==> src/hdl/vdp_cmd_pkg.sv <==
`default_nettype none

package vdp_cmd_pkg;

  // Coordinate and address widths
  localparam int COORD_X_W   = 10;  // DX, NX
  localparam int COORD_Y_W   = 10;  // DY, NY
  localparam int VRAM_ADDR_W = 17;  // 128 KiB of VRAM
  localparam int REG_NUM_W   = 4;   // Offset from R32

  // Command codes in CMR bits 7..4
  localparam logic [3:0] CMD_HMMV = 4'b1100;  // Byte fill
  localparam logic [3:0] CMD_LMMV = 4'b1000;  // Logical pixel fill
  localparam logic [3:0] CMD_PSET = 4'b0101;  // Single pixel

  // Logic ops in CMR bits 2..0
  // Other codes keep the destination
  localparam logic [2:0] LOP_IMP = 3'b000;
  localparam logic [2:0] LOP_AND = 3'b001;
  localparam logic [2:0] LOP_OR  = 3'b010;
  localparam logic [2:0] LOP_XOR = 3'b011;
  localparam logic [2:0] LOP_NOT = 3'b100;

  // Register offsets for R36..R46
  localparam logic [3:0] REG_DX_L = 4'd4;
  localparam logic [3:0] REG_DX_H = 4'd5;
  localparam logic [3:0] REG_DY_L = 4'd6;
  localparam logic [3:0] REG_DY_H = 4'd7;
  localparam logic [3:0] REG_NX_L = 4'd8;
  localparam logic [3:0] REG_NX_H = 4'd9;
  localparam logic [3:0] REG_NY_L = 4'd10;
  localparam logic [3:0] REG_NY_H = 4'd11;
  localparam logic [3:0] REG_CLR  = 4'd12;
  localparam logic [3:0] REG_ARG  = 4'd13;
  localparam logic [3:0] REG_CMR  = 4'd14;

  // Pixel operation word with addr on top and the byte flag at bit 0
  localparam int PIXOP_W        = 31;
  localparam int PIXOP_BYTE_BIT = 0;
  localparam int PIXOP_LOP_LSB  = 1;   // 4 bits with T on top
  localparam int PIXOP_CLR_LSB  = 5;   // 8 bits
  localparam int PIXOP_XLO_BIT  = 13;
  localparam int PIXOP_ADDR_LSB = 14;  // VRAM_ADDR_W bits

  // RMW unit states
  localparam logic [1:0] RMW_IDLE    = 2'd0;
  localparam logic [1:0] RMW_WAIT_RD = 2'd1;
  localparam logic [1:0] RMW_WAIT_WR = 2'd2;

  // One VRAM byte holds a graphic 7 pixel or two graphic 4 pixels
  typedef union packed {
    logic [7:0] pix8;
    struct packed {
      logic [3:0] pix_hi;  // Even X
      logic [3:0] pix_lo;  // Odd X
    } nib;
  } vram_byte_u;

endpackage

`default_nettype wire

==> src/hdl/vdp_cmd_regs.sv <==
`timescale 1ns/1ps
`default_nettype none

module vdp_cmd_regs (
  input  logic                                clk,
  input  logic                                reset,
  input  logic                                reg_wr_req,
  input  logic [vdp_cmd_pkg::REG_NUM_W-1:0]   reg_num,
  input  logic [7:0]                          reg_data,
  input  logic                                mode_graphic_7,
  input  logic                                walk_done,
  input  logic                                fifo_empty,
  input  logic                                rmw_idle,
  output logic                                reg_wr_ack,
  output logic                                start,
  output logic [vdp_cmd_pkg::COORD_X_W-1:0]   dx,
  output logic [vdp_cmd_pkg::COORD_Y_W-1:0]   dy,
  output logic [vdp_cmd_pkg::COORD_X_W-1:0]   nx,
  output logic [vdp_cmd_pkg::COORD_Y_W-1:0]   ny,
  output logic [7:0]                          clr,
  output logic                                dix,
  output logic                                diy,
  output logic [3:0]                          cmd,
  output logic [3:0]                          logic_op,
  output logic                                ce
);
  import vdp_cmd_pkg::*;

  logic [3:0] new_cmd;    // Code being written to R46
  logic       cmd_known;
  logic       pixel_cmd;  // LMMV or PSET
  logic       done;

  assign new_cmd   = reg_data[7:4];
  assign cmd_known = (new_cmd == CMD_HMMV) || (new_cmd == CMD_LMMV) || (new_cmd == CMD_PSET);
  assign pixel_cmd = (new_cmd == CMD_LMMV) || (new_cmd == CMD_PSET);
  // Walker is still done in the start cycle, so start blocks completion
  assign done = ce && !start && walk_done && fifo_empty && rmw_idle;

  always_ff @(posedge clk or posedge reset) begin
    if (reset) begin
      reg_wr_ack <= 1'b0;
      start      <= 1'b0;
      ce         <= 1'b0;
      dx         <= '0;
      dy         <= '0;
      nx         <= '0;
      ny         <= '0;
      clr        <= '0;
      dix        <= 1'b0;
      diy        <= 1'b0;
      cmd        <= '0;
      logic_op   <= '0;
    end else begin
      start <= 1'b0;  // One-cycle pulse
      if (done) begin
        ce <= 1'b0;
      end
      if (reg_wr_req != reg_wr_ack) begin  // Pending CPU write
        reg_wr_ack <= ~reg_wr_ack;
        case (reg_num)
          REG_DX_L: dx[7:0] <= reg_data;
          REG_DX_H: dx[COORD_X_W-1:8] <= reg_data[COORD_X_W-9:0];
          REG_DY_L: dy[7:0] <= reg_data;
          REG_DY_H: dy[COORD_Y_W-1:8] <= reg_data[COORD_Y_W-9:0];
          REG_NX_L: nx[7:0] <= reg_data;
          REG_NX_H: nx[COORD_X_W-1:8] <= reg_data[COORD_X_W-9:0];
          REG_NY_L: ny[7:0] <= reg_data;
          REG_NY_H: ny[COORD_Y_W-1:8] <= reg_data[COORD_Y_W-9:0];
          REG_CLR:  clr <= reg_data;
          REG_ARG: begin
            dix <= reg_data[2];
            diy <= reg_data[3];
          end
          REG_CMR: begin
            cmd      <= new_cmd;
            logic_op <= reg_data[3:0];
            if (!ce && cmd_known) begin  // No abort while running
              start <= 1'b1;
              ce    <= 1'b1;
              if (pixel_cmd && !mode_graphic_7) begin
                clr <= {4'h0, clr[3:0]};  // 4-bit pixel colour
              end
            end
          end
          default: ;  // SX/SY and R47 not kept
        endcase
      end
    end
  end

endmodule

`default_nettype wire

==> src/hdl/vdp_command.sv <==
`timescale 1ns/1ps
`default_nettype none

module vdp_command #(
  parameter int FIFO_DEPTH = 4
) (
  input  logic                                clk,
  input  logic                                reset,
  input  logic                                mode_graphic_7,  // Else graphic 4
  input  logic                                reg_wr_req,
  input  logic [vdp_cmd_pkg::REG_NUM_W-1:0]   reg_num,
  input  logic [7:0]                          reg_data,
  output logic                                reg_wr_ack,
  input  logic                                vram_rd_ack,
  input  logic                                vram_wr_ack,
  input  logic [7:0]                          vram_rd_data,
  output logic                                vram_rd_req,
  output logic                                vram_wr_req,
  output logic [vdp_cmd_pkg::VRAM_ADDR_W-1:0] vram_addr,
  output logic [7:0]                          vram_wr_data,
  output logic                                ce
);
  import vdp_cmd_pkg::*;

  // Regs to walker
  logic                 start;
  logic [COORD_X_W-1:0] dx;
  logic [COORD_Y_W-1:0] dy;
  logic [COORD_X_W-1:0] nx;
  logic [COORD_Y_W-1:0] ny;
  logic [7:0]           clr;
  logic                 dix;
  logic                 diy;
  logic [3:0]           cmd;
  logic [3:0]           logic_op;

  // Pipeline
  logic                 push;
  logic [PIXOP_W-1:0]   push_data;
  logic                 full;
  logic                 empty;
  logic                 pop;
  logic [PIXOP_W-1:0]   pop_data;
  logic                 walk_done;
  logic                 rmw_idle;

  vdp_cmd_regs u_regs (
    .clk, .reset, .reg_wr_req, .reg_num, .reg_data, .mode_graphic_7,
    .walk_done, .fifo_empty(empty), .rmw_idle, .reg_wr_ack, .start,
    .dx, .dy, .nx, .ny, .clr, .dix, .diy, .cmd, .logic_op, .ce
  );

  vdp_rect_walker u_walker (
    .clk, .reset, .start, .dx, .dy, .nx, .ny, .clr, .dix, .diy, .cmd,
    .logic_op, .mode_graphic_7, .full, .push, .push_data, .walk_done
  );

  vdp_pixel_fifo #(.FIFO_DEPTH(FIFO_DEPTH)) u_fifo (
    .clk, .reset, .push, .push_data, .pop, .pop_data, .full, .empty
  );

  vdp_vram_rmw u_rmw (
    .clk, .reset, .empty, .pop_data, .mode_graphic_7, .vram_rd_ack,
    .vram_wr_ack, .vram_rd_data, .pop, .vram_rd_req, .vram_wr_req,
    .vram_addr, .vram_wr_data, .rmw_idle
  );

endmodule

`default_nettype wire

==> src/hdl/vdp_pixel_fifo.sv <==
`timescale 1ns/1ps
`default_nettype none

module vdp_pixel_fifo #(
  parameter int FIFO_DEPTH = 4
) (
  input  logic                              clk,
  input  logic                              reset,
  input  logic                              push,
  input  logic [vdp_cmd_pkg::PIXOP_W-1:0]   push_data,
  input  logic                              pop,
  output logic [vdp_cmd_pkg::PIXOP_W-1:0]   pop_data,
  output logic                              full,
  output logic                              empty
);

  localparam int PTR_W = $clog2(FIFO_DEPTH);
  localparam int CNT_W = $clog2(FIFO_DEPTH + 1);

  logic [vdp_cmd_pkg::PIXOP_W-1:0] mem [FIFO_DEPTH];
  logic [PTR_W-1:0] wr_ptr;
  logic [PTR_W-1:0] rd_ptr;
  logic [CNT_W-1:0] count;    // Occupancy
  logic             do_push;
  logic             do_pop;

  assign do_push  = push && !full;
  assign do_pop   = pop && !empty;
  assign full     = (count == CNT_W'(FIFO_DEPTH));
  assign empty    = (count == '0);
  assign pop_data = mem[rd_ptr];  // Head shows without a read cycle

  always_ff @(posedge clk or posedge reset) begin
    if (reset) begin
      wr_ptr <= '0;
      rd_ptr <= '0;
      count  <= '0;
    end else begin
      if (do_push) begin
        wr_ptr <= (wr_ptr == PTR_W'(FIFO_DEPTH - 1)) ? '0 : wr_ptr + 1'b1;
      end
      if (do_pop) begin
        rd_ptr <= (rd_ptr == PTR_W'(FIFO_DEPTH - 1)) ? '0 : rd_ptr + 1'b1;
      end
      if (do_push != do_pop) begin
        count <= do_push ? count + 1'b1 : count - 1'b1;
      end
    end
  end

  always_ff @(posedge clk) begin
    if (do_push) begin
      mem[wr_ptr] <= push_data;
    end
  end

endmodule

`default_nettype wire

==> src/hdl/vdp_rect_walker.sv <==
`timescale 1ns/1ps
`default_nettype none

module vdp_rect_walker (
  input  logic                                clk,
  input  logic                                reset,
  input  logic                                start,
  input  logic [vdp_cmd_pkg::COORD_X_W-1:0]   dx,
  input  logic [vdp_cmd_pkg::COORD_Y_W-1:0]   dy,
  input  logic [vdp_cmd_pkg::COORD_X_W-1:0]   nx,
  input  logic [vdp_cmd_pkg::COORD_Y_W-1:0]   ny,
  input  logic [7:0]                          clr,
  input  logic                                dix,
  input  logic                                diy,
  input  logic [3:0]                          cmd,
  input  logic [3:0]                          logic_op,
  input  logic                                mode_graphic_7,
  input  logic                                full,
  output logic                                push,
  output logic [vdp_cmd_pkg::PIXOP_W-1:0]     push_data,
  output logic                                walk_done
);
  import vdp_cmd_pkg::*;

  logic                   busy;
  logic [COORD_X_W-1:0]   cur_x;
  logic [COORD_Y_W-1:0]   cur_y;
  logic [COORD_X_W-1:0]   rem_x;    // Pixels left in row
  logic [COORD_Y_W-1:0]   rem_y;    // Rows left
  logic [COORD_X_W-1:0]   row_x;    // X at row start
  logic [COORD_X_W-1:0]   row_nx;   // rem_x reload
  logic [3:0]             cmd_q;
  logic [7:0]             clr_q;
  logic [3:0]             lop_q;
  logic                   dix_q;
  logic                   diy_q;

  logic [COORD_X_W-1:0]   nx_eff;
  logic                   byte_g4;
  logic [COORD_X_W-1:0]   x_step;
  logic [COORD_X_W-1:0]   next_x;
  logic [COORD_X_W-1:0]   rem_x_next;
  logic                   row_end;
  logic                   last_row;
  logic [VRAM_ADDR_W-1:0] addr;
  vram_byte_u             colour;

  // HMMV in graphic 4 moves a byte, i.e. two pixels, per step
  assign nx_eff = ((cmd == CMD_HMMV) && !mode_graphic_7) ? {1'b0, nx[COORD_X_W-1:1]} : nx;
  assign byte_g4    = (cmd_q == CMD_HMMV) && !mode_graphic_7;
  assign x_step     = byte_g4 ? COORD_X_W'(2) : COORD_X_W'(1);
  assign next_x     = dix_q ? cur_x - x_step : cur_x + x_step;
  assign rem_x_next = rem_x - COORD_X_W'(1);

  // Count exhausted or X wrapped out of 0..255
  assign row_end  = (cmd_q == CMD_PSET) || (rem_x_next == '0) ||
                    (next_x[COORD_X_W-1:8] != '0);
  assign last_row = (cmd_q == CMD_PSET) || (rem_y == COORD_Y_W'(1)) ||
                    (diy_q && (cur_y == '0));

  always_comb begin
    if (mode_graphic_7) begin
      addr = {cur_y[8:0], cur_x[7:0]};  // One pixel per byte
    end else begin
      addr = {cur_y[9:0], cur_x[7:1]};  // Two pixels per byte
    end
  end

  always_comb begin
    colour.pix8 = clr_q;
    if (!mode_graphic_7 && (cmd_q != CMD_HMMV)) begin
      colour.nib.pix_hi = 4'h0;  // Pixel colour sits in low nibble
    end
  end

  assign push      = busy && !full;  // Hold position under back-pressure
  assign walk_done = !busy;
  assign push_data = {addr, cur_x[0], colour.pix8, lop_q, cmd_q == CMD_HMMV};

  always_ff @(posedge clk or posedge reset) begin
    if (reset) begin
      busy  <= 1'b0;
      cur_x <= '0;
      cur_y <= '0;
      rem_x <= '0;
      rem_y <= '0;
    end else if (start) begin
      busy  <= 1'b1;
      cur_x <= dx;
      cur_y <= dy;
      rem_x <= nx_eff;
      rem_y <= ny;
    end else if (push) begin
      if (!row_end) begin
        cur_x <= next_x;
        rem_x <= rem_x_next;
      end else if (last_row) begin
        busy <= 1'b0;  // Last operation pushed
      end else begin
        cur_x <= row_x;  // Next row
        rem_x <= row_nx;
        rem_y <= rem_y - COORD_Y_W'(1);
        cur_y <= diy_q ? cur_y - COORD_Y_W'(1) : cur_y + COORD_Y_W'(1);
      end
    end
  end

  // Snapshot of the command since registers may change while running
  always_ff @(posedge clk) begin
    if (start) begin
      row_x  <= dx;
      row_nx <= nx_eff;
      cmd_q  <= cmd;
      clr_q  <= clr;
      lop_q  <= logic_op;
      dix_q  <= dix;
      diy_q  <= diy;
    end
  end

endmodule

`default_nettype wire

==> src/hdl/vdp_vram_rmw.sv <==
`timescale 1ns/1ps
`default_nettype none

module vdp_vram_rmw (
  input  logic                                clk,
  input  logic                                reset,
  input  logic                                empty,
  input  logic [vdp_cmd_pkg::PIXOP_W-1:0]     pop_data,
  input  logic                                mode_graphic_7,
  input  logic                                vram_rd_ack,
  input  logic                                vram_wr_ack,
  input  logic [7:0]                          vram_rd_data,
  output logic                                pop,
  output logic                                vram_rd_req,
  output logic                                vram_wr_req,
  output logic [vdp_cmd_pkg::VRAM_ADDR_W-1:0] vram_addr,
  output logic [7:0]                          vram_wr_data,
  output logic                                rmw_idle
);
  import vdp_cmd_pkg::*;

  logic [1:0] state;
  logic       x_lo_q;     // Odd X selects the low nibble in graphic 4
  logic [7:0] clr_q;
  logic [2:0] lop_q;

  logic       in_byte;    // HMMV item needs no read
  logic       in_t;
  vram_byte_u in_clr;
  logic       in_skip;    // Transparent colour 0
  vram_byte_u rd_byte;
  logic [7:0] dst_pix;
  logic [7:0] lop_res;
  vram_byte_u merged;
  logic       rd_done;
  logic       wr_done;

  assign in_byte = pop_data[PIXOP_BYTE_BIT];
  assign in_t    = pop_data[PIXOP_LOP_LSB + 3];
  assign in_clr  = pop_data[PIXOP_CLR_LSB +: 8];
  assign in_skip = !in_byte && in_t &&
                   (mode_graphic_7 ? (in_clr.pix8 == 8'h00) : (in_clr.nib.pix_lo == 4'h0));

  assign pop      = (state == RMW_IDLE) && !empty;
  assign rmw_idle = (state == RMW_IDLE);
  assign rd_done  = (state == RMW_WAIT_RD) && (vram_rd_req == vram_rd_ack);
  assign wr_done  = (state == RMW_WAIT_WR) && (vram_wr_req == vram_wr_ack);
  assign rd_byte  = vram_rd_data;  // Valid in the rd_done cycle

  always_comb begin
    // Pick destination pixel
    if (mode_graphic_7) begin
      dst_pix = rd_byte.pix8;
    end else if (x_lo_q) begin
      dst_pix = {4'h0, rd_byte.nib.pix_lo};
    end else begin
      dst_pix = {4'h0, rd_byte.nib.pix_hi};
    end
    case (lop_q)
      LOP_IMP: lop_res = clr_q;
      LOP_AND: lop_res = clr_q & dst_pix;
      LOP_OR:  lop_res = clr_q | dst_pix;
      LOP_XOR: lop_res = clr_q ^ dst_pix;
      LOP_NOT: lop_res = ~clr_q;
      default: lop_res = dst_pix;  // Keep destination
    endcase
    // Merge back leaving the neighbour nibble untouched
    merged = rd_byte;
    if (mode_graphic_7) begin
      merged.pix8 = lop_res;
    end else if (x_lo_q) begin
      merged.nib.pix_lo = lop_res[3:0];
    end else begin
      merged.nib.pix_hi = lop_res[3:0];
    end
  end

  always_ff @(posedge clk or posedge reset) begin
    if (reset) begin
      state       <= RMW_IDLE;
      vram_rd_req <= 1'b0;
      vram_wr_req <= 1'b0;
    end else begin
      case (state)
        RMW_IDLE: begin
          if (!empty) begin
            if (in_byte) begin
              vram_wr_req <= ~vram_wr_req;  // Straight byte write
              state       <= RMW_WAIT_WR;
            end else if (!in_skip) begin
              vram_rd_req <= ~vram_rd_req;
              state       <= RMW_WAIT_RD;
            end
            // Skipped items are just dropped from the FIFO
          end
        end
        RMW_WAIT_RD: begin
          if (rd_done) begin
            vram_wr_req <= ~vram_wr_req;
            state       <= RMW_WAIT_WR;
          end
        end
        RMW_WAIT_WR: begin
          if (wr_done) begin
            state <= RMW_IDLE;
          end
        end
        default: state <= RMW_IDLE;
      endcase
    end
  end

  always_ff @(posedge clk) begin
    if (pop) begin
      vram_addr    <= pop_data[PIXOP_ADDR_LSB +: VRAM_ADDR_W];
      x_lo_q       <= pop_data[PIXOP_XLO_BIT];
      clr_q        <= in_clr.pix8;
      lop_q        <= pop_data[PIXOP_LOP_LSB +: 3];
      vram_wr_data <= in_clr.pix8;  // Final data for byte items
    end else if (rd_done) begin
      vram_wr_data <= merged.pix8;
    end
  end

endmodule

`default_nettype wire

==> config.mk <==
export PLATFORM = sky130hd
export DESIGN_NAME = vdp_command
export DESIGN_NICKNAME = d
export VERILOG_FILES = /design/src/hdl/vdp_cmd_pkg.sv /design/src/hdl/vdp_cmd_regs.sv /design/src/hdl/vdp_command.sv /design/src/hdl/vdp_pixel_fifo.sv /design/src/hdl/vdp_rect_walker.sv /design/src/hdl/vdp_vram_rmw.sv
export SDC_FILE = /design/constraint.sdc
export NUM_CORES = 1
export LEC_CHECK = 0
export CAP_MARGIN = 20
export CORE_ASPECT_RATIO = 2
export CORE_MARGIN = 2
export CORE_UTILIZATION = 60
export CTS_CLUSTER_DIAMETER = 100
export DETAILED_ROUTE_END_ITERATION = 7
export DONT_BUFFER_PORTS = 1
export PLACE_DENSITY = 0.83
export REMOVE_ABC_BUFFERS = 1
export SLEW_MARGIN = 10
export SYNTH_ARGS = -nofsm -noshare
export SYNTH_HDL_FRONTEND = slang
export SYNTH_HIERARCHICAL = 1
export SYNTH_SLANG_ARGS = --single-unit
==> constraint.sdc <==
create_clock -name clk -period 8.33 [get_ports clk]
set_input_delay 0.4165 -clock clk [delete_from_list [all_inputs] [get_ports clk]]
set_output_delay 0.4165 -clock clk [all_outputs]
set_load 0.005 [all_outputs]
==> reports/metrics.yaml <==
status: "completed"
detailed_place_hpwl_mm: 20.9
most_used_cells_in_the_layout_excluding_fill_and_tap_cells: "199 x edfxtp_1, 111 x dfrtp_1, 70 x inv_1, 68 x mux2_2, 66 x nor2_1"
drt_wl_total_mm: 30.9
async_reset_ff_frac: 0.362
clockRootBuffer: "clkbuf_16"
first_global_vias: 9255
path_clk_slew_ns: 0.08
grt_max_degree: 83
mostFrequentLayoutCell: "edfxtp_1"
drt_pass_1_iters: 5
worst-r2r-cell-count: 14
dominantRegCellSynth: "edfxtp_1"
dieHeight_um: 226
maxcap_viol_count: 0
holdWs_ns: 0.00522
final_min_period_over_clock_period: 0.517
timing.final.max_slew_violations: 0
worstPathRequired_ns: 8.69
fp-row-count: 81
die_x_um: 115
tns_ns: 0
h_tree_levels: 1
coreArea_mm2: 0.0243
timing.rr.end: "u_walker/cur_y[3]$_DFFE_PP0P_"
pwr_density_cell_mw_per_mm2: 343
end_kind: "flop"
first_iter_violations: 687
drc_violations_left: 0
areaGrowthSynthToFinish_pct: 7.00
via_count: 8841
synth.top_cells.by_area: "edfxtp_1 41%, dfrtp_1 19%, mux4_2 5.6%, mux2_2 5.2%, ha_1 3.6%"
grt_antenna_before_repair: 0
synth_area_mm2: 0.0148
resized_after_cts: 0
grt_overflow_total: 0
crit_arrival_ns: 4.67
hp-class: "in -> async"
postRouteAntennaNets: 0
worstSkewPairLatency_ns: 0.55
pre_cts_worst_setup_slack_ns: 4.13
worst_setup_path_start_kind: "flop"
clock-sinks: 312
timing.reg2reg.setup_slack_ns: 4.02
rr_startpoint: "u_walker/cmd_q[1]$_DFFE_PP_"
ratio_of_routed_vias_to_standard_cells: 6.49
synth_top_area_cell: "edfxtp_1"
synth-warning-count: 6
io_pins: 55
buffer_ports.inserted: 0
ys_seq_elements: 312
grt_pass1_wl_mm: 49.4
proportion_of_layout_cells_with_a_drive_suffix_above_1: 0.184
max-clock-path-buffers: 3
diodes: 0
die_area_mm2: 0.0259
worst-setup-path-type: "reg -> reg"
globalRouteTotalUtil: 0.248
vdd.ir_drop.worst_uv: 176
power_leakage_nw: 5.93
fin_ws_ns: 4.02
final_nets: 1124
tritoncts.num_buffers: 26
synth_edf_count: 199
syn-mean-instance-area_um2: 13.9
worst-slew-pin-transition_ns: 1.05
finalClockSkew_ns: 0.0127
final_hold_viol_count: 0
report.power.total_mw: 5.41
setup_viol: 0
yosysSeqAreaShare: 0.597
place.gp.congestion: 0.907
setup_repair_after_global_routing_missed_its_margin: "false"
drt-wirelength-per-cell_um: 22.7
tritoncts: "done"
initial_util: 0.606
synthDominantCellAreaShare: 0.405
post_synth_num_cell_types: 85
layout_min_cycle_time_ns: 4.31
cp_max_fo: 21
synth_cells: 1059
slew_headroom: 0.299
max_freq_ghz: 0.232
[sequential cells by signal (all words and copies together) (netlist names), 8 cells and up]
register,count
u_fifo/mem,124
u_rmw/vram_addr,17
u_regs/dx,10
u_regs/dy,10
u_regs/nx,10
u_regs/ny,10
u_walker/cur_x,10
u_walker/cur_y,10
u_walker/rem_x,10
u_walker/rem_y,10
u_walker/row_nx,10
u_walker/row_x,10
u_regs/clr,8
u_rmw/clr_q,8
u_rmw/vram_wr_data,8
u_walker/clr_q,8
[per-stage QoR]
stage                     cell area (um^2)  utilization  cells
final                                15800        0.649   1363
after detailed placement             14900        0.613   1313
after global routing                 15800        0.649   1363
after CTS                            15800        0.649   1363
after global placement               14900        0.613   1312
after floorplan                      14500            -   1010
[cell type report]
class	instances	area, um^2
inverter	72	270
fill	1710	8540
timing repair buffer	15	118
clock buffer	38	781
clock inverter	10	67.6
tap	290	363
multi-input combinational	626	5380
sequential	312	8810
[what timing repair did]
item / 4_1_cts / 5_1_grt
hold buffers: 2 / 0
hold endpoints to repair: 53 / 0
setup buffers: 0 / 0
endpoints found under the setup margin: 0 / 0
[critical path: stages, from the launching register on]
cell,delay [ns]
edfxtp_1,0.39
nor2b_1,0.18
and3b_1,0.31
nand2b_1,0.11
nand2_1,0.12
inv_1,0.06
ha_1,0.27
nor2b_1,0.15
o31a_1,0.29
a31oi_1,0.24
mux2i_1,0.16
a2111oi_4,0.69
nor2_4,0.30
nor3_2,0.68
a221oi_1,0.20
[synth_stat cells, types with 9 or more instances]
master,number
nor3_1,18
inv_1,71
xnor2_1,17
nor2b_1,16
a221oi_1,10
nand2_1,42
clkbuf_1,17
nor3b_1,11
buf_2,14
xor2_1,12
a21oi_1,25
o21a_1,9
mux2i_1,14
buf_4,10
a211oi_1,9
and2_1,11
o21ai_0,35
nor4_1,9
mux2_2,68
ha_1,42
mux4_2,37
dfrtp_1,113
nand3_1,16
nor2_1,66
edfxtp_1,199
[power breakdown]
part           internal [mW]  switching, mW  total (mW)  leakage [nW]
clock                  0.659          0.554        1.21         0.404
combinational          0.799          0.970        1.77          2.36
sequential              2.12          0.312        2.43          3.16
total                   3.58           1.84        5.41          5.93
[cells by family (layout without fill, tap and decap cells)]
kind of cell               count (synthesis)  in the layout  share of synthesized area
xor gates and xnor gates                  30             30                     0.0183
AOI/OAI and AO/OA                        174            174                     0.0852
buffers and inverters                    121            135                     0.0386
DFF                                      312            312                      0.597
adders and majority gates                 45             45                     0.0397
muxes                                    135            135                      0.133
and+or+nand+nor                          242            242                     0.0882
[routing by layer]
metal | routed length (um) | global-route usage | up-vias
li1 | - | - | 3960
met1 | 10700 | 0.274 | 4469
met2 | 16800 | 0.443 | 312
met3 | 1710 | 0.0408 | 100
met4 | 1720 | 0.141 | 0
met5 | 0 | 0 | -
[worst max-delay path by stage]
| stage | start | endpoint | slack [ns] |
|---|---|---|---|
| floorplan | u_regs/start$_DFF_PP0_ | u_walker/cur_x[8]$_DFFE_PP0P_ | 4.73 |
| CTS | u_walker/cmd_q[1]$_DFFE_PP_ | u_walker/cur_y[3]$_DFFE_PP0P_ | 4.05 |
| finish | u_walker/cmd_q[1]$_DFFE_PP_ | u_walker/cur_y[3]$_DFFE_PP0P_ | 4.02 |
| global placement | u_walker/cmd_q[1]$_DFFE_PP_ | u_walker/rem_y[6]$_DFFE_PP0P_ | 4.39 |
| detailed placement | u_walker/cmd_q[1]$_DFFE_PP_ | u_walker/cur_y[3]$_DFFE_PP0P_ | 4.13 |
| global route | u_walker/cmd_q[1]$_DFFE_PP_ | u_walker/rem_y[6]$_DFFE_PP0P_ | 3.82 |
No activity file was read; power rests on OpenSTA's default activity.
